## src/verilog/MulDivPkg.sv

```systemverilog
package MulDivPkg;

    ////////////////////
    // Widths
    ////////////////////

    // Operand and result width
    localparam int DataWidth = 32;

    // Destination register number
    localparam int TagWidth = 4;

    // Step counter wide enough to hold DataWidth
    localparam int StepCountWidth = $clog2(DataWidth + 1);

    ////////////////////
    // Result buffer
    ////////////////////

    // Entries waiting for the write port, 2 or more
    localparam int FifoDepth = 4;

    ////////////////////
    // Operation encoding
    ////////////////////

    // Unsigned shift-add, low word kept
    localparam logic OpMul = 1'b0;

    // Unsigned restoring division, quotient only
    localparam logic OpDiv = 1'b1;

endpackage

```

## src/verilog/MulDivControl.sv

```systemverilog
`timescale 1ns/1ns

module MulDivControl (
    input  logic CLK,
    input  logic Reset,
    input  logic Start,
    output logic Init,
    output logic Shift,
    output logic Busy,
    output logic Done
);
    import MulDivPkg::*;

    typedef enum logic [1:0] {
        SeqIdle,
        SeqRun,
        SeqFinish
    } SeqState;

    SeqState state;
    SeqState nextState;

    logic [StepCountWidth-1:0] stepCount;
    logic lastStep;

    ////////////////////
    // Step counter
    ////////////////////

    // Final shift happens on the edge leaving this count
    assign lastStep = (stepCount == StepCountWidth'(DataWidth - 1));

    always_ff @(posedge CLK or posedge Reset) begin
        if (Reset) begin
            stepCount <= '0;
        end else if (Init) begin
            stepCount <= '0;
        end else if (Shift) begin
            stepCount <= stepCount + 1'b1;
        end
    end

    ////////////////////
    // Sequencer
    ////////////////////

    always_comb begin
        nextState = state;
        case (state)
            SeqIdle: begin
                if (Start) begin
                    nextState = SeqRun;
                end
            end
            SeqRun: begin
                if (lastStep) begin
                    nextState = SeqFinish;
                end
            end
            SeqFinish: begin
                // One cycle to hand the result over
                nextState = SeqIdle;
            end
            default: begin
                nextState = SeqIdle;
            end
        endcase
    end

    always_ff @(posedge CLK or posedge Reset) begin
        if (Reset) begin
            state <= SeqIdle;
        end else begin
            state <= nextState;
        end
    end

    // Operands load on the same edge that accepts the start
    assign Init = Start && (state == SeqIdle);

    // DataWidth shift cycles, one result bit each
    assign Shift = (state == SeqRun);

    assign Busy = (state != SeqIdle);
    assign Done = (state == SeqFinish);

endmodule

```

## src/verilog/MulDivUnit.sv

```systemverilog
`timescale 1ns/1ns

module MulDivUnit (
    input  logic                           CLK,
    input  logic                           Reset,
    input  logic                           Start,
    input  logic                           MulDivOp,
    input  logic [MulDivPkg::DataWidth-1:0] Operand1,
    input  logic [MulDivPkg::DataWidth-1:0] Operand2,
    input  logic [MulDivPkg::TagWidth-1:0]  Wa3,
    input  logic                           SpaceAvail,
    output logic                           Ready,
    output logic                           Push,
    output logic [MulDivPkg::DataWidth-1:0] PushData,
    output logic [MulDivPkg::TagWidth-1:0]  PushTag
);
    import MulDivPkg::*;

    logic startAccepted;
    logic init;
    logic shift;
    logic busy;
    logic done;

    logic opReg;
    logic isDiv;

    // Upper half accumulates, lower half holds multiplier or quotient bits
    logic [2*DataWidth-1:0] partial;
    // Multiplicand or divisor
    logic [DataWidth-1:0]   operandReg;
    logic [TagWidth-1:0]    tagReg;

    logic [DataWidth:0]     adderA;
    logic [DataWidth:0]     adderB;
    logic [DataWidth+1:0]   adderOut;
    logic                   writeStep;

    ////////////////////
    // Sequencer
    ////////////////////

    // One operation in flight, and the buffer must keep a slot for it
    assign Ready = !busy && SpaceAvail;
    assign startAccepted = Start && Ready;

    MulDivControl control0 (
        .CLK   (CLK),
        .Reset (Reset),
        .Start (startAccepted),
        .Init  (init),
        .Shift (shift),
        .Busy  (busy),
        .Done  (done)
    );

    always_ff @(posedge CLK or posedge Reset) begin
        if (Reset) begin
            opReg <= OpMul;
        end else if (init) begin
            opReg <= MulDivOp;
        end
    end

    assign isDiv = (opReg == OpDiv);

    ////////////////////
    // Shared adder
    ////////////////////

    // Divide works on 2R plus the next dividend bit, which needs one extra bit
    assign adderA = isDiv ? partial[2*DataWidth-1:DataWidth-1]
                          : {1'b0, partial[2*DataWidth-1:DataWidth]};

    // Subtract as add of the inverted divisor with carry in
    assign adderB = isDiv ? ~{1'b0, operandReg} : {1'b0, operandReg};

    assign adderOut = {1'b0, adderA} + {1'b0, adderB} + {{(DataWidth+1){1'b0}}, isDiv};

    // Divide keeps the difference when no borrow, multiply adds on a set low bit
    assign writeStep = isDiv ? adderOut[DataWidth+1] : partial[0];

    ////////////////////
    // Datapath registers
    ////////////////////

    always_ff @(posedge CLK) begin
        if (init) begin
            tagReg <= Wa3;
            if (MulDivOp == OpDiv) begin
                partial    <= {{DataWidth{1'b0}}, Operand1};
                operandReg <= Operand2;
            end else begin
                partial    <= {{DataWidth{1'b0}}, Operand2};
                operandReg <= Operand1;
            end
        end else if (shift) begin
            if (isDiv) begin
                if (writeStep) begin
                    partial <= {adderOut[DataWidth-1:0], partial[DataWidth-2:0], 1'b1};
                end else begin
                    partial <= {partial[2*DataWidth-2:0], 1'b0};
                end
            end else begin
                if (writeStep) begin
                    partial <= {adderOut[DataWidth:0], partial[DataWidth-1:1]};
                end else begin
                    partial <= {1'b0, partial[2*DataWidth-1:1]};
                end
            end
        end
    end

    ////////////////////
    // Result hand-off
    ////////////////////

    always_ff @(posedge CLK or posedge Reset) begin
        if (Reset) begin
            Push <= 1'b0;
        end else begin
            Push <= done;
        end
    end

    // Product low word or quotient
    always_ff @(posedge CLK) begin
        if (done) begin
            PushData <= partial[DataWidth-1:0];
            PushTag  <= tagReg;
        end
    end

endmodule

```

## src/verilog/ResultFifo.sv

```systemverilog
`timescale 1ns/1ns

module ResultFifo #(
    parameter int Depth = MulDivPkg::FifoDepth
) (
    input  logic                           CLK,
    input  logic                           Reset,
    input  logic                           Push,
    input  logic [MulDivPkg::DataWidth-1:0] PushData,
    input  logic [MulDivPkg::TagWidth-1:0]  PushTag,
    input  logic                           Pop,
    output logic [MulDivPkg::DataWidth-1:0] HeadData,
    output logic [MulDivPkg::TagWidth-1:0]  HeadTag,
    output logic                           Empty,
    output logic                           SpaceAvail
);
    import MulDivPkg::*;

    logic [DataWidth-1:0] dataMem [Depth];
    logic [TagWidth-1:0]  tagMem  [Depth];

    logic [$clog2(Depth)-1:0]   wrPtr;
    logic [$clog2(Depth)-1:0]   rdPtr;
    logic [$clog2(Depth+1)-1:0] count;

    logic full;
    logic doPush;
    logic doPop;

    // Wraps for depths that are not a power of two
    function automatic logic [$clog2(Depth)-1:0] nextPtr(input logic [$clog2(Depth)-1:0] ptr);
        if (ptr == ($clog2(Depth))'(Depth - 1)) begin
            return '0;
        end
        return ptr + 1'b1;
    endfunction

    ////////////////////
    // Levels
    ////////////////////

    assign full  = (count == ($clog2(Depth+1))'(Depth));
    assign Empty = (count == '0);

    // Room for the current count, a result about to land, and one more
    assign SpaceAvail = (count < ($clog2(Depth+1))'(Depth - 1));

    assign doPush = Push && !full;
    assign doPop  = Pop && !Empty;

    ////////////////////
    // Storage
    ////////////////////

    always_ff @(posedge CLK) begin
        if (doPush) begin
            dataMem[wrPtr] <= PushData;
            tagMem[wrPtr]  <= PushTag;
        end
    end

    assign HeadData = dataMem[rdPtr];
    assign HeadTag  = tagMem[rdPtr];

    always_ff @(posedge CLK or posedge Reset) begin
        if (Reset) begin
            wrPtr <= '0;
            rdPtr <= '0;
            count <= '0;
        end else begin
            if (doPush) begin
                wrPtr <= nextPtr(wrPtr);
            end
            if (doPop) begin
                rdPtr <= nextPtr(rdPtr);
            end
            // Simultaneous push and pop leaves the count alone
            if (doPush && !doPop) begin
                count <= count + 1'b1;
            end else if (doPop && !doPush) begin
                count <= count - 1'b1;
            end
        end
    end

endmodule

```

## src/verilog/WritebackMerge.sv

```systemverilog
`timescale 1ns/1ns

module WritebackMerge (
    input  logic                           CLK,
    input  logic                           Reset,
    input  logic                           AluWrite,
    input  logic [MulDivPkg::TagWidth-1:0]  AluWa3,
    input  logic [MulDivPkg::DataWidth-1:0] AluData,
    input  logic                           Empty,
    input  logic [MulDivPkg::DataWidth-1:0] HeadData,
    input  logic [MulDivPkg::TagWidth-1:0]  HeadTag,
    output logic                           Pop,
    output logic                           RegWrite,
    output logic [MulDivPkg::TagWidth-1:0]  RegWa3,
    output logic [MulDivPkg::DataWidth-1:0] RegData
);

    ////////////////////
    // Arbitration
    ////////////////////

    // ALU always wins, buffered results take idle slots
    assign Pop = !AluWrite && !Empty;

    ////////////////////
    // Write port
    ////////////////////

    always_ff @(posedge CLK or posedge Reset) begin
        if (Reset) begin
            RegWrite <= 1'b0;
        end else begin
            RegWrite <= AluWrite || Pop;
        end
    end

    always_ff @(posedge CLK) begin
        if (AluWrite) begin
            RegWa3  <= AluWa3;
            RegData <= AluData;
        end else if (Pop) begin
            // Head of the buffer leaves on this edge
            RegWa3  <= HeadTag;
            RegData <= HeadData;
        end
    end

endmodule

```

## src/verilog/MulDivSubsystem.sv

```systemverilog
`timescale 1ns/1ns

module MulDivSubsystem (
    input  logic                           CLK,
    input  logic                           Reset,
    input  logic                           Start,
    input  logic                           MulDivOp,
    input  logic [MulDivPkg::DataWidth-1:0] Operand1,
    input  logic [MulDivPkg::DataWidth-1:0] Operand2,
    input  logic [MulDivPkg::TagWidth-1:0]  Wa3,
    output logic                           Ready,
    input  logic                           AluWrite,
    input  logic [MulDivPkg::TagWidth-1:0]  AluWa3,
    input  logic [MulDivPkg::DataWidth-1:0] AluData,
    output logic                           RegWrite,
    output logic [MulDivPkg::TagWidth-1:0]  RegWa3,
    output logic [MulDivPkg::DataWidth-1:0] RegData
);
    import MulDivPkg::*;

    // Producer to buffer
    logic                 push;
    logic [DataWidth-1:0] pushData;
    logic [TagWidth-1:0]  pushTag;
    logic                 spaceAvail;

    // Buffer to consumer
    logic [DataWidth-1:0] headData;
    logic [TagWidth-1:0]  headTag;
    logic                 empty;
    logic                 pop;

    MulDivUnit unit0 (
        .CLK        (CLK),
        .Reset      (Reset),
        .Start      (Start),
        .MulDivOp   (MulDivOp),
        .Operand1   (Operand1),
        .Operand2   (Operand2),
        .Wa3        (Wa3),
        .SpaceAvail (spaceAvail),
        .Ready      (Ready),
        .Push       (push),
        .PushData   (pushData),
        .PushTag    (pushTag)
    );

    ResultFifo #(
        .Depth (FifoDepth)
    ) fifo0 (
        .CLK        (CLK),
        .Reset      (Reset),
        .Push       (push),
        .PushData   (pushData),
        .PushTag    (pushTag),
        .Pop        (pop),
        .HeadData   (headData),
        .HeadTag    (headTag),
        .Empty      (empty),
        .SpaceAvail (spaceAvail)
    );

    WritebackMerge merge0 (
        .CLK      (CLK),
        .Reset    (Reset),
        .AluWrite (AluWrite),
        .AluWa3   (AluWa3),
        .AluData  (AluData),
        .Empty    (empty),
        .HeadData (headData),
        .HeadTag  (headTag),
        .Pop      (pop),
        .RegWrite (RegWrite),
        .RegWa3   (RegWa3),
        .RegData  (RegData)
    );

endmodule

```

## config.mk

```make
export PLATFORM = sky130hd
export DESIGN_NAME = MulDivSubsystem
export DESIGN_NICKNAME = d
export VERILOG_FILES = /design/src/verilog/MulDivPkg.sv /design/src/verilog/MulDivControl.sv /design/src/verilog/MulDivUnit.sv /design/src/verilog/ResultFifo.sv /design/src/verilog/WritebackMerge.sv /design/src/verilog/MulDivSubsystem.sv
export SDC_FILE = /design/constraint.sdc
export NUM_CORES = 1
export LEC_CHECK = 0
export BUFFER_PORTS_ARGS = -buffer_cell sky130_fd_sc_hd__buf_4
export CAP_MARGIN = 25
export CORE_ASPECT_RATIO = 1.25
export CORE_MARGIN = 2
export CORE_UTILIZATION = 54
export DETAILED_ROUTE_END_ITERATION = 8
export PLACE_DENSITY_LB_ADDON = 0.15
export SYNTH_ARGS = -nofsm -noshare
export SYNTH_HDL_FRONTEND = slang
export SYNTH_SLANG_ARGS = --single-unit
```

## constraint.sdc

```tcl
create_clock -name CLK -period 4.1 [get_ports CLK]
set_clock_uncertainty 0.05 [all_clocks]
set_input_delay 0.615 -clock CLK [delete_from_list [all_inputs] [get_ports CLK]]
set_output_delay 0.615 -clock CLK [all_outputs]
set_load 0.005 [all_outputs]
```

### After elaboration in Yosys (flattened, before gate mapping)

Memories as Yosys holds them, arrays and structs flattened.
Index checks and enable logic that the tools add are counted.

* output and inout bits: 38
* word-level logic and storage cells: 87
* memories: 2
* memory bits (writable): 144
* bits in registers: 190

Memories
* fifo0.dataMem: depth 4, width 32, read ports 1, clocked after Yosys merged registers in 0, write ports 1, RTL line ResultFifo.sv:19 `logic [DataWidth-1:0] dataMem [Depth];`
* fifo0.tagMem: depth 4, width 4, read ports 1, clocked after Yosys merged registers in 0, write ports 1, RTL line ResultFifo.sv:20 `logic [TagWidth-1:0] tagMem [Depth];`

* eq/ne operators: 8
* order comparisons: 1
* mux-type cells: 31
* add/subtract/negate cells: 7
* reductions and logical operators: 22
* bitwise gates (word level): 1

Operators with widths (count)
* $mux W64: 5
* $mux W32: 4
* $mux W33: 2
* $add A33 B33 Y34: 1
* $add A34 B1 Y34: 1
* $not A32 Y33: 1
* $mux W2: 6
* $mux W6: 2
* $logic_and A1 B1 Y1: 8
* $mux W4: 2
* $reduce_bool A2 Y1: 4
* $mux W1: 7
* $add A6 B1 Y6 const B: 1
* $eq A2 B2 Y1 const B: 3
* $eq A6 B5 Y1 const B: 1
* $logic_not A1 Y1: 6
* $mux W3: 2
* $add A2 B1 Y2 const B: 2
* $pmux W2 S2: 1
* $add A3 B1 Y3 const B: 1
* $eq A3 B3 Y1 const B: 1
* $logic_not A3 Y1: 1
* $lt A3 B2 Y1 const B: 1
* $sub A3 B1 Y3 const B: 1
* other kinds (6): 6

### Longest topological paths before layout

Gate-level depths: netlist (run 1).

* word-level depth: 9
* depth in mapped cells: 16

### Cells and area by module

Synthesis (run 1) repeated with hierarchy kept, for this count alone.

* cells, all modules: 1191
* area total of the unflattened synthesis: 16813.6 um2

By module, submodules not included
* MulDivUnit: area each 9111.2 um2, instances 1, cells each 843
* ResultFifo: area each 5644.2 um2, instances 1, cells each 226
* WritebackMerge: area each 1631.6 um2, instances 1, cells each 80
* MulDivControl: area each 426.7 um2, instances 1, cells each 42

### Worst setup path before layout (run 1)

OpenSTA, ideal clock, no wires.

* kind: register -> register
* start: reg unit0.opReg (netlist: unit0.isDiv)
* end: reg unit0.partial[56], data pin
* setup slack: -0.173 ns
* cell stages (with the launch flop): 14
* arrival: 3.968 ns
* path through: dfrtp_1 buf_1 clkbuf_1 buf_1 mux2_2 ha_1 a21oi_1 o21ai_0 a211oi_1 a211oi_4 o31ai_2 clkbuf_1 o21ai_0 o211a_1

* word-level cells in the longest chain between the ends: 8
* elaborated cells on any way between the ends: 10
* classes of those cells: 2 x add/sub; 8 x mux

Ends and longest elaborated chain
* start, declared: RTL line MulDivUnit.sv:25 `logic opReg;`
* start signal, assigned: RTL line MulDivUnit.sv:59 `opReg <= OpMul;`
* start signal, assigned: RTL line MulDivUnit.sv:61 `opReg <= MulDivOp;`
* $mux W33 (on tied branches): RTL line MulDivUnit.sv:72, MulDivUnit.sv:76
* $add A33 B33 Y34: RTL line MulDivUnit.sv:78 `assign adderOut = {1'b0, adderA} + {1'b0, adderB} + {{(DataWidth+1){1'b0}}, isDiv};`
* $add A34 B1 Y34: RTL line MulDivUnit.sv:78
* $mux W1: RTL line MulDivUnit.sv:81 `assign writeStep = isDiv ? adderOut[DataWidth+1] : partial[0];`
* $mux W64 (on tied branches): RTL line MulDivUnit.sv:105, MulDivUnit.sv:99
* $mux W64 (*): RTL line MulDivUnit.sv:98 `if (isDiv) begin`
* $mux W64 (*): RTL line MulDivUnit.sv:97 `end else if (shift) begin`
* $mux W64 (*): RTL line MulDivUnit.sv:88 `if (init) begin`
* end signal, assigned: RTL line MulDivUnit.sv:91 `partial <= {{DataWidth{1'b0}}, Operand1};`
* end signal, assigned: RTL line MulDivUnit.sv:100 `partial <= {adderOut[DataWidth-1:0], partial[DataWidth-2:0], 1'b1};`
* end signal, assigned: RTL line MulDivUnit.sv:106 `partial <= {adderOut[DataWidth:0], partial[DataWidth-1:1]};`
* end, declared: RTL line MulDivUnit.sv:29 `logic [2*DataWidth-1:0] partial;`

Mark *: on every way between the ends. The rest lies on a longest branch, timed or not. The select of a mux whose other input is x is not followed.
A chain may end at the register's enable or synchronous reset.

### Worst setup path in the final report (run 1)

* start: reg unit0.opReg (netlist: unit0.isDiv)
* end: reg unit0.partial[48], data pin

The elaborated chain is that of the path after synthesis.

==> results.sh, run 1 <==
export IMPL_finalCritPeriodShare_pct=94.8
export IMPL_detail_route_wl_per_cell_um=19.9
export IMPL_route_detailed_drc=0
export IMPL_num_vias=9999
export IMPL_crit_path_end_kind="register"
export IMPL_cellPowerDensity_nw_per_um2=861
export IMPL_gp_congestion=0.977
export IMPL_start_util_pct=54.6
export IMPL_ys_ff_latch=334
export IMPL_ys_flop_type="edfxtp_1"
export IMPL_power_leakage_nw=7.14
export IMPL_synth_fp_nets=1285
export IMPL_cp_arrival_ps=4130
export IMPL_grt_usage_pct=22.1
export IMPL_slew_headroom_pct=36.3
export IMPL_cts_clk_slew_worst_paths_ps=60
export IMPL_hold_slack_ps=219
export IMPL_final_cell_mix="edfxtp_1, buf_4, mux2_2"
export IMPL_mostFrequentLayoutCell="edfxtp_1"
export IMPL_cts_buffer_depth=3
export IMPL_antenna_found_initial=0
export IMPL_cts_sinks=334
export IMPL_final_setup_worst_slack_ps=214
export IMPL_wl_um=34700
export IMPL_seq_area_frac_synth_pct=60.8
export IMPL_grt_pass1_vias=10300
export IMPL_report_final_hold_viol_count=0
export IMPL_synthArstFlopShare_pct=5.39
export IMPL_stdcell_count=1743
export IMPL_pin_count=147
export IMPL_dp_slack_ps=185
export IMPL_cp_required_ps=4340
export IMPL_layout_min_cycle_time_ps=3890
export IMPL_final_util_pct=64.8
export IMPL_dp_cells=1679
export IMPL_path_max_fanout=17
export IMPL_die_y_um=198
export IMPL_ant_nets=0
export IMPL_dpl_cell_area_um2=18200
export IMPL_status="finished clean"
export IMPL_p_sw_mw=6.15
export IMPL_ctsHoldBuffers=0
export IMPL_combPwrFrac_pct=49.9
export IMPL_cts_tree="built"
export IMPL_rows=71
export IMPL_drive_above_1_share_pct=30.8
export IMPL_clock_latency_ps=530
export IMPL_grt_ovfl_total=0
export IMPL_cts_buffers=34
export IMPL_swShare_pct=36.8
export IMPL_vias_per_cell=5.74
export IMPL_setup_tns_ps=0
export IMPL_nFillCells=2278
export IMPL_tightest_slew_ps=956
export IMPL_h_tree_depth=2
export IMPL_cap_violations=0
export IMPL_hold_class="in2reg"
export IMPL_dieArea_um2=31700
export IMPL_design_area_um2=19400
export IMPL_yosys_warnings=0
export IMPL_yosysUniqueCellTypes=62
export IMPL_syn_cell_area_um2=16300
export IMPL_area_growth_pct=18.7
export IMPL_drv_slew=0
export IMPL_grt_pass1_wl_um=54800
export IMPL_port_buffer_count=146
export IMPL_grt_max_degree=96
export IMPL_core_area_um2=29900
export IMPL_critPathKind="reg2reg"
export IMPL_drtIter0Drc=679
export IMPL_power_clock_fraction_pct=18.5
export IMPL_p_int_mw=10.5
export IMPL_syn_area_per_cell_um2=14.4
export IMPL_root_buffer="clkbuf_16"
export IMPL_dpl_hpwl_um=23900
export IMPL_finalNetCount=1465
export IMPL_total_power_mw=16.7
export IMPL_synth_edf_count=316
export IMPL_seq_power_share_pct=31.6
export IMPL_die_w_um=160
export IMPL_irDropWorstVdd_mv=0.572
export IMPL_drtPass1Iterations=5
export IMPL_finalSetupViolCount=0
export IMPL_fmax_ghz=0.257
export IMPL_cp_start_kind="register"
export IMPL_synthCells=1136
export IMPL_n_antenna_cell=0
layer usage:
metal	wire length (µm)	global-route usage, %
met1	13900	26.9
met3	1430	3.21
met2	18500	40.3
met5	0	0
met4	917	7.54
power by group through the flow:
stage / Sequential [mW] / Clock (mW) / Combinational, mW
global placement: 5.33 / 0 / 8.08
floorplan: 5.13 / 0 / 5.92
global route: 5.35 / 3.27 / 9.22
detailed placement: 5.34 / 0 / 8.21
CTS: 5.28 / 3.17 / 8.26
finish: 5.28 / 3.09 / 8.32
registers in the layout (all words and copies together) (netlist names), 3 cells and up:
signal	flops
fifo0.count	3
merge0.RegWa3	4
unit0.operandReg	32
unit0.partial	64
unit0.control0.stepCount	6
unit0.PushData	32
unit0.PushTag	4
fifo0.dataMem	128
unit0.tagReg	4
merge0.RegData	32
fifo0.tagMem	16
cells by family after synthesis:
logic type      share of synthesized area (%)
flops                                    60.8
compound gates                           9.44
simple gates                             6.35
mux                                      15.0
buf+inv                                  1.88
xor+xnor                                 3.32
fa+ha+maj                                3.16
worst max-delay path, stage by stage (launching register included):
cell	delay, ps
dfrtp_4	510
buf_12	170
buf_4	180
xor2_1	170
ha_1	340
buf_4	170
o21a_1	180
o2111ai_1	180
a21o_1	200
a211oi_1	120
o21ai_0	360
a21boi_0	200
xor2_1	180
mux4_2	480
and2_1	160
timing repair:
item                                   CTS  global route
endpoints found under the hold margin    0             0
setup buffers                            0             1
resized for setup                        0             7
setup endpoints to repair                0             6
final cells by class:
type                    count  area, µm²  area share (%)
well taps                 401        502            2.59
clock inverters            20        196            1.01
clock buffers              42        932            4.81
inverters                  21       78.8           0.406
multi-input cells         723       6140            31.7
repair buffers            202       1600            8.27
flip-flops and latches    334       9940            51.3
Yosys cell counts, drive strengths merged, types with 3 or more instances:
| master | number | area, µm² |
|---|---|---|
| a211oi | 42 | 328 |
| a21boi | 6 | 45.1 |
| a21o | 15 | 113 |
| a21oi | 75 | 375 |
| a221oi | 4 | 35.0 |
| a311oi | 12 | 105 |
| a31oi | 6 | 37.5 |
| and2 | 12 | 75.1 |
| and3 | 11 | 68.8 |
| buf | 21 | 88.8 |
| clkbuf | 37 | 139 |
| dfrtp | 18 | 450 |
| edfxtp | 316 | 9490 |
| ha | 38 | 475 |
| inv | 19 | 71.3 |
| mux2 | 102 | 1150 |
| mux2i | 38 | 380 |
| mux4 | 41 | 923 |
| nand2 | 68 | 255 |
| nand2b | 8 | 50.1 |
| nand3 | 14 | 70.1 |
| nand4 | 5 | 31.3 |
| nor2 | 34 | 128 |
| nor2b | 35 | 219 |
| nor3 | 8 | 45.0 |
| o211a | 3 | 30.0 |
| o211ai | 4 | 30.0 |
| o21a | 5 | 37.5 |
| o21ai | 34 | 170 |
| o21bai | 3 | 22.5 |
| o31a | 3 | 26.3 |
| o31ai | 3 | 27.5 |
| or3 | 4 | 25.0 |
| xnor2 | 14 | 123 |
| xor2 | 48 | 420 |
path summary, 6_finish.rpt:
check / startpoint / to / slack (ps) / depth (start not counted)
worst min-delay path: Wa3[0] / unit0.tagReg[0]$_DFFE_PP_ / 220 / 1
worst min register to register: unit0.tagReg[2]$_DFFE_PP_ / unit0.PushTag[2]$_DFFE_PP_ / 370 / 0
max in group asynchronous: Reset / unit0.isDiv$_DFFE_PP0P_ / 3130 / 2
worst max register to register: unit0.isDiv$_DFFE_PP0P_ / unit0.partial[48]$_SDFFCE_PP0P_ / 210 / 14
min in group asynchronous: Reset / unit0.isDiv$_DFFE_PP0P_ / 230 / 2
worst max-delay path: unit0.isDiv$_DFFE_PP0P_ / unit0.partial[48]$_SDFFCE_PP0P_ / 210 / 14
(Power assumes the default switching activity.)
==> run 2: changes to the inputs <==
Settings changed: MAX_ROUTING_LAYER from default to met4.
==> run 2 against run 1 <==
Compared with the run above:
- sequential power is 1% higher
- routed wire length decreased by 0.40%
- sequential share of layout area rose by 0.21 points
- core utilization is 0.26 points lower
- worst setup slack worse by 30 ps
- cell area down 0.41%
- cell count unchanged
- first-iteration DRC count down 27%
- critical endpoint is now unit0.partial[44]$_SDFFCE_PP0P_
- highest routed layer unchanged
==> results.sh, run 2 (synthesis results as in run 1) <==
export IMPL_status="finished clean"
export IMPL_cap_violations=0
export IMPL_n_antenna_cell=0
export IMPL_grt_pass1_wl_um=54100
export IMPL_wl_um=34600
export IMPL_dieArea_um2=31700
export IMPL_cts_clk_slew_worst_paths_ps=60
export IMPL_wl_met2_um=18300
export IMPL_report_final_hold_viol_count=0
export IMPL_grt_usage_pct=22.5
export IMPL_largest_reg_flops=128
export IMPL_drv_slew=0
export IMPL_start_util_pct=54.6
export IMPL_cts_buffer_depth=3
export IMPL_irDropWorstVdd_mv=0.508
export IMPL_cp_required_ps=4400
export IMPL_die_y_um=198
export IMPL_drive_above_1_share_pct=30.7
export IMPL_drtIter0Drc=493
export IMPL_clock_latency_ps=520
export IMPL_rows=71
export IMPL_design_area_um2=19300
export IMPL_grt_max_degree=96
export IMPL_top_layer="met4"
export IMPL_ctsHoldBuffers=0
export IMPL_die_w_um=160
export IMPL_antenna_found_initial=0
export IMPL_power_leakage_nw=7.10
export IMPL_finalSetupViolCount=0
export IMPL_total_power_mw=16.6
export IMPL_dpl_hpwl_um=23600
export IMPL_ant_nets=0
export IMPL_cp_start_kind="register"
export IMPL_cts_buffers=34
export IMPL_cp_arrival_ps=4210
export IMPL_largest_register="fifo0.dataMem"
export IMPL_crit_path_end_kind="register"
export IMPL_area_growth_pct=18.3
export IMPL_cts_tree="built"
export IMPL_cellPowerDensity_nw_per_um2=857
export IMPL_layout_min_cycle_time_ps=3920
export IMPL_grt_ovfl_total=0
export IMPL_num_vias=10000
export IMPL_slew_headroom_pct=34.4
export IMPL_h_tree_depth=2
export IMPL_multi_input_area_um2=6140
export IMPL_vias_per_cell=5.76
export IMPL_finalNetCount=1465
export IMPL_pin_count=147
export IMPL_nFillCells=2232
export IMPL_hold_class="in2async"
export IMPL_hold_slack_ps=210
export IMPL_core_area_um2=29900
export IMPL_detail_route_wl_per_cell_um=19.9
export IMPL_tightest_slew_ps=984
export IMPL_drtPass1Iterations=5
export IMPL_wl_met1_um=14100
export IMPL_wl_met3_um=1470
export IMPL_cts_sinks=334
export IMPL_regArea_um2=9940
export IMPL_port_buffer_count=146
export IMPL_critPathKind="reg2reg"
export IMPL_largestRegisters="fifo0.dataMem x128, unit0.partial x64"
export IMPL_root_buffer="clkbuf_16"
export IMPL_gp_congestion=0.861
export IMPL_final_cell_mix="edfxtp_1, buf_4, mux2_2"
export IMPL_route_detailed_drc=0
export IMPL_rsz0062_at_grt="no"
export IMPL_dpl_cell_area_um2=18200
export IMPL_setup_tns_ps=0
export IMPL_mostFrequentLayoutCell="edfxtp_1"
export IMPL_fmax_ghz=0.255
export IMPL_finalCritPeriodShare_pct=95.5
export IMPL_grt_pass1_vias=9900
export IMPL_path_max_fanout=20
==> run 2: path summary, 6_finish.rpt <==
path / cells past startpoint / end / from / slack [ps]
min in group CLK: 1 / unit0.tagReg[0]$_DFFE_PP_ / Wa3[0] / 230
max reg2reg: 13 / unit0.partial[44]$_SDFFCE_PP0P_ / unit0.isDiv$_DFFE_PP0P_ / 180
max: 13 / unit0.partial[44]$_SDFFCE_PP0P_ / unit0.isDiv$_DFFE_PP0P_ / 180
min reg2reg: 0 / unit0.PushTag[3]$_DFFE_PP_ / unit0.tagReg[3]$_DFFE_PP_ / 370
max in group asynchronous: 2 / unit0.isDiv$_DFFE_PP0P_ / Reset / 3200
min: 2 / unit0.isDiv$_DFFE_PP0P_ / Reset / 210
==> run 2: critical path: stages (launching register included) <==
cell      delay, ps
dfrtp_4         490
buf_4           220
mux2_2          350
ha_1            320
nand2_1          90
nor4b_2         310
nor3_2          100
o31a_1          370
a211oi_4        340
o31ai_4         130
buf_12          170
or3_1           390
and3_1          170
a311oi_1        220
==> run 2: layout make-up <==
cell class              instances  share of cell area [%]
inverters                      21                   0.408
clock buffers                  45                    4.78
repair buffers                202                    8.37
flip-flops and latches        334                    51.5
clock inverters                17                   0.576
well taps                     401                    2.60
multi-input cells             723                    31.8
==> run 2: routing by layer <==
metal | global-route usage [%] | vias to the layer above
met5 | - | -
met4 | 5.96 | 0
met3 | 2.98 | 51
met2 | 39.9 | 260
met1 | 27.5 | 4939
li1 | - | 4794
==> run 2: through the flow <==
stage | instances | setup slack, ps | util, %
4_1_cts | 1741 | 136 | 64.3
5_1_grt | 1743 | 10.1 | 64.5
3_3_place_gp | 1679 | 202 | 60.9
2_1_floorplan | 1136 | 0.361 | -
3_5_place_dp | 1679 | 158 | 60.9
6_report | 1743 | 184 | 64.5
==> run 2: power breakdown <==
group          leakage, nW  switching, mW  internal, mW
clock network        0.507           1.27          1.60
logic                 3.40           4.31          4.03
registers             3.19          0.589          4.76
==> run 2: what timing repair did <==
item	in CTS	in global routing
buffers inserted	0	1
resized for setup	0	6
endpoints found under the setup margin	0	6
==> run 3: changes to the inputs <==
Settings changed: ABC_AREA from default to 1, HOLD_SLACK_MARGIN from default to 0.08.
==> run 3 against run 2 <==
Compared with the run above:
- worst hold slack got worse by 19 ps
- sequential share of layout area decreased by 0.97 points
- combinational power increased by 1%
- global-route usage increased by 3.8 points
- routed wire length increased by 20%
- clock-buffer cell count decreased by 2
- synthesized area increased by 3.9%
- power increased by 1.1%
- die area increased by 3.8%
- sequential cell count unchanged
- via count increased by 27%
- critical endpoint is now unit0.partial[49]$_SDFFCE_PP0P_
==> results.sh, run 3 <==
export IMPL_status="finished clean"
export IMPL_synth_compound_area_share_pct=12.3
export IMPL_drtPass1Iterations=5
export IMPL_synth_top_family_by_area="simple AND/OR/NAND/NOR gates"
export IMPL_synthCells=1780
export IMPL_synth_top_cell_by_area="edfxtp_1"
export IMPL_hold_slack_ps=191
export IMPL_detail_route_wl_per_cell_um=17.8
export IMPL_slew_headroom_pct=32.5
export IMPL_drive_above_1_share_pct=13.7
export IMPL_path_max_fanout=66
export IMPL_dpl_hpwl_um=29700
export IMPL_ys_flop_type="edfxtp_1"
export IMPL_critPathKind="reg2reg"
export IMPL_drtIter0Drc=896
export IMPL_vias_per_cell=5.45
export IMPL_dp_slack_ps=709
export IMPL_synth_top_area_share_pct=55.9
export IMPL_num_vias=12800
export IMPL_synthAdderAreaFrac_pct=3.04
export IMPL_p_int_mw=9.54
export IMPL_cts_setup_buffers=0
export IMPL_seq_power_share_pct=29.9
export IMPL_reg2reg_from="unit0.isDiv$_DFFE_PP0P_"
export IMPL_seq_area_frac_synth_pct=58.6
export IMPL_yosysMostFrequentCell="nand2_1"
export IMPL_yosysUniqueCellTypes=45
export IMPL_grt_usage_pct=26.3
export IMPL_ant_nets=0
export IMPL_largest_reg_flops=128
export IMPL_grt_ovfl_total=0
export IMPL_crit_path_cell_trace="buf_12 > o21ai_0 > ha_1 > a21oi_1 > nand2_1 > nand2_1 > nand3_1 > a21oi_1 > and3_1 > nand3_1 > nand2_1 > nand2_1 > nand2_1"
export IMPL_antenna_found_initial=0
export IMPL_ctsHoldBuffers=0
export IMPL_cp_arrival_ps=3850
export IMPL_finalNetCount=2058
export IMPL_cts_buffers=35
export IMPL_wl_um=41600
export IMPL_layout_min_cycle_time_ps=3490
export IMPL_hold_class="in2async"
export IMPL_clock_latency_ps=530
export IMPL_h_tree_depth=2
export IMPL_drv_slew=0
export IMPL_post_cts_resized=0
export IMPL_largest_register="fifo0.dataMem"
export IMPL_rsz0062_at_grt="no"
export IMPL_start_util_pct=54.8
export IMPL_final_util_pct=63.5
export IMPL_cp_common_cell="nand2_1"
export IMPL_n_antenna_cell=0
export IMPL_cts_clk_slew_worst_paths_ps=70
export IMPL_synth_xor_area_share_pct=2.53
export IMPL_fmax_ghz=0.286
export IMPL_rows=72
export IMPL_ys_ff_latch=334
export IMPL_port_buffer_count=146
export IMPL_largestRegisters="fifo0.dataMem x128, unit0.partial x64"
export IMPL_finalCritPeriodShare_pct=85.2
export IMPL_core_area_um2=31000
export IMPL_report_final_hold_viol_count=0
export IMPL_setup_tns_ps=0
export IMPL_muxShareOfSynthArea_pct=0
export IMPL_cts_buffer_depth=3
export IMPL_die_w_um=163
export IMPL_die_y_um=202
export IMPL_cellPowerDensity_nw_per_um2=851
export IMPL_cts_sinks=334
export IMPL_syn_cell_area_um2=17000
export IMPL_power_leakage_nw=8.22
export IMPL_cp_slowest_stage_delay_ps=560
export IMPL_synth_commonest_cells="nand2_1, edfxtp_1, nor2_1, inv_1, o21ai_0"
export IMPL_p_sw_mw=7.20
export IMPL_irDropWorstVdd_mv=0.543
export IMPL_stdcell_count=2341
export IMPL_synth_edf_count=316
export IMPL_gp_congestion=0.937
export IMPL_tightest_slew_ps=1010
export IMPL_cap_violations=0
export IMPL_mostFrequentLayoutCell="nand2_1"
export IMPL_crit_path_end_kind="register"
export IMPL_final_setup_worst_slack_ps=605
export IMPL_yosys_warnings=0
export IMPL_grt_pass1_vias=12500
export IMPL_grt_pass1_wl_um=65100
export IMPL_cp_start_kind="register"
export IMPL_dieArea_um2=32900
export IMPL_yosys_area_share_simple_pct=17.6
export IMPL_syn_area_per_cell_um2=9.53
export IMPL_grt_max_degree=82
export IMPL_synthArstFlopShare_pct=5.39
export IMPL_finalSetupViolCount=0
export IMPL_pin_count=147
export IMPL_swShare_pct=43.0
export IMPL_cpMaxStageDelayCell="and3_1"
export IMPL_synth_area_leaders="edfxtp_1, nand2_1, nor2_1"
export IMPL_synth_fp_nets=1929
export IMPL_dp_cells=2279
export IMPL_power_clock_fraction_pct=19.7
export IMPL_cts_tree="built"
export IMPL_final_cell_mix="nand2_1, edfxtp_1, nor2_1"
export IMPL_root_buffer="clkbuf_16"
export IMPL_area_growth_pct=16.0
export IMPL_combPwrFrac_pct=50.4
export IMPL_route_detailed_drc=0
export IMPL_startpoint="unit0.isDiv$_DFFE_PP0P_"
export IMPL_cp_required_ps=4450
[run 3: cell count changes in the layout (fill, tap and decap cells not counted), moves of 26 or more]
| cell | delta |
|---|---|
| nand2_1 | +271 |
| nor2_1 | +269 |
| inv_1 | +150 |
| o21ai_0 | +132 |
| mux2_2 | -102 |
| mux4_2 | -41 |
| mux2i_1 | -38 |
| nor2b_1 | -34 |
| a31oi_1 | +31 |
| nand3_1 | +28 |
| a221oi_1 | +26 |
[run 3: path summary, 6_finish.rpt]
path	to	slack, ps	cells after the start
max in group asynchronous	unit0.isDiv$_DFFE_PP0P_	3270	2
worst min register to register	unit0.PushTag[2]$_DFFE_PP_	370	0
worst min-delay path	fifo0.rdPtr[0]$_DFFE_PP0P_	190	2
min in group CLK	unit0.tagReg[1]$_DFFE_PP_	220	1
worst max-delay path	unit0.partial[49]$_SDFFCE_PP0P_	610	13
worst max register to register	unit0.partial[49]$_SDFFCE_PP0P_	610	13
[run 3: kinds of logic after synthesis]
logic type	Yosys count
buffers and inverters	255
AOI/OAI and AO/OA	362
and+or+nand+nor	740
DFF	334
xor gates and xnor gates	49
adders and majority gates	40
[run 3: final cells by class]
class / count / area [µm²]
inverter: 175 / 657
tap: 407 / 509
clock inverter: 19 / 272
clock buffer: 43 / 916
multi-input combinational: 1191 / 6060
sequential: 334 / 9940
fill: 2625 / 11300
timing repair buffer: 172 / 1330
[run 3: worst max-delay path: cells and delay by family, from the launching register on]
kind / cells / cell delay, ps
AND/OR/NAND/NOR: 8 / 1360
AO/OA/AOI/OAI: 3 / 940
flip-flops: 1 / 430
adder cells (fa/ha/maj): 1 / 370
buffers and inverters: 1 / 200
[run 3: power by group through the flow]
| stage | clock, mW | combinational [mW] | sequential (mW) |
|---|---|---|---|
| floorplan | 0 | 6.22 | 5.01 |
| global placement | 0 | 8.28 | 5.05 |
| detailed placement | 0 | 8.37 | 5.07 |
| CTS | 3.34 | 8.43 | 5.01 |
| global route | 3.46 | 9.54 | 5.07 |
| finish | 3.29 | 8.44 | 5.01 |
[run 3: metrics by stage]
step           instance area (µm²)  power (mW)
2_1_floorplan                17000        11.2
3_3_place_gp                 18500        13.3
3_5_place_dp                 18500        13.4
4_1_cts                      19700        16.8
5_1_grt                      19700        18.1
6_report                     19700        16.7
[run 3: metal layers]
layer  share of wire [%]  global-route usage (%)
met1                  41                    31.3
met2                  52                    46.6
met3                 4.7                    3.24
met4                 2.7                    8.28
met5                   0                       -
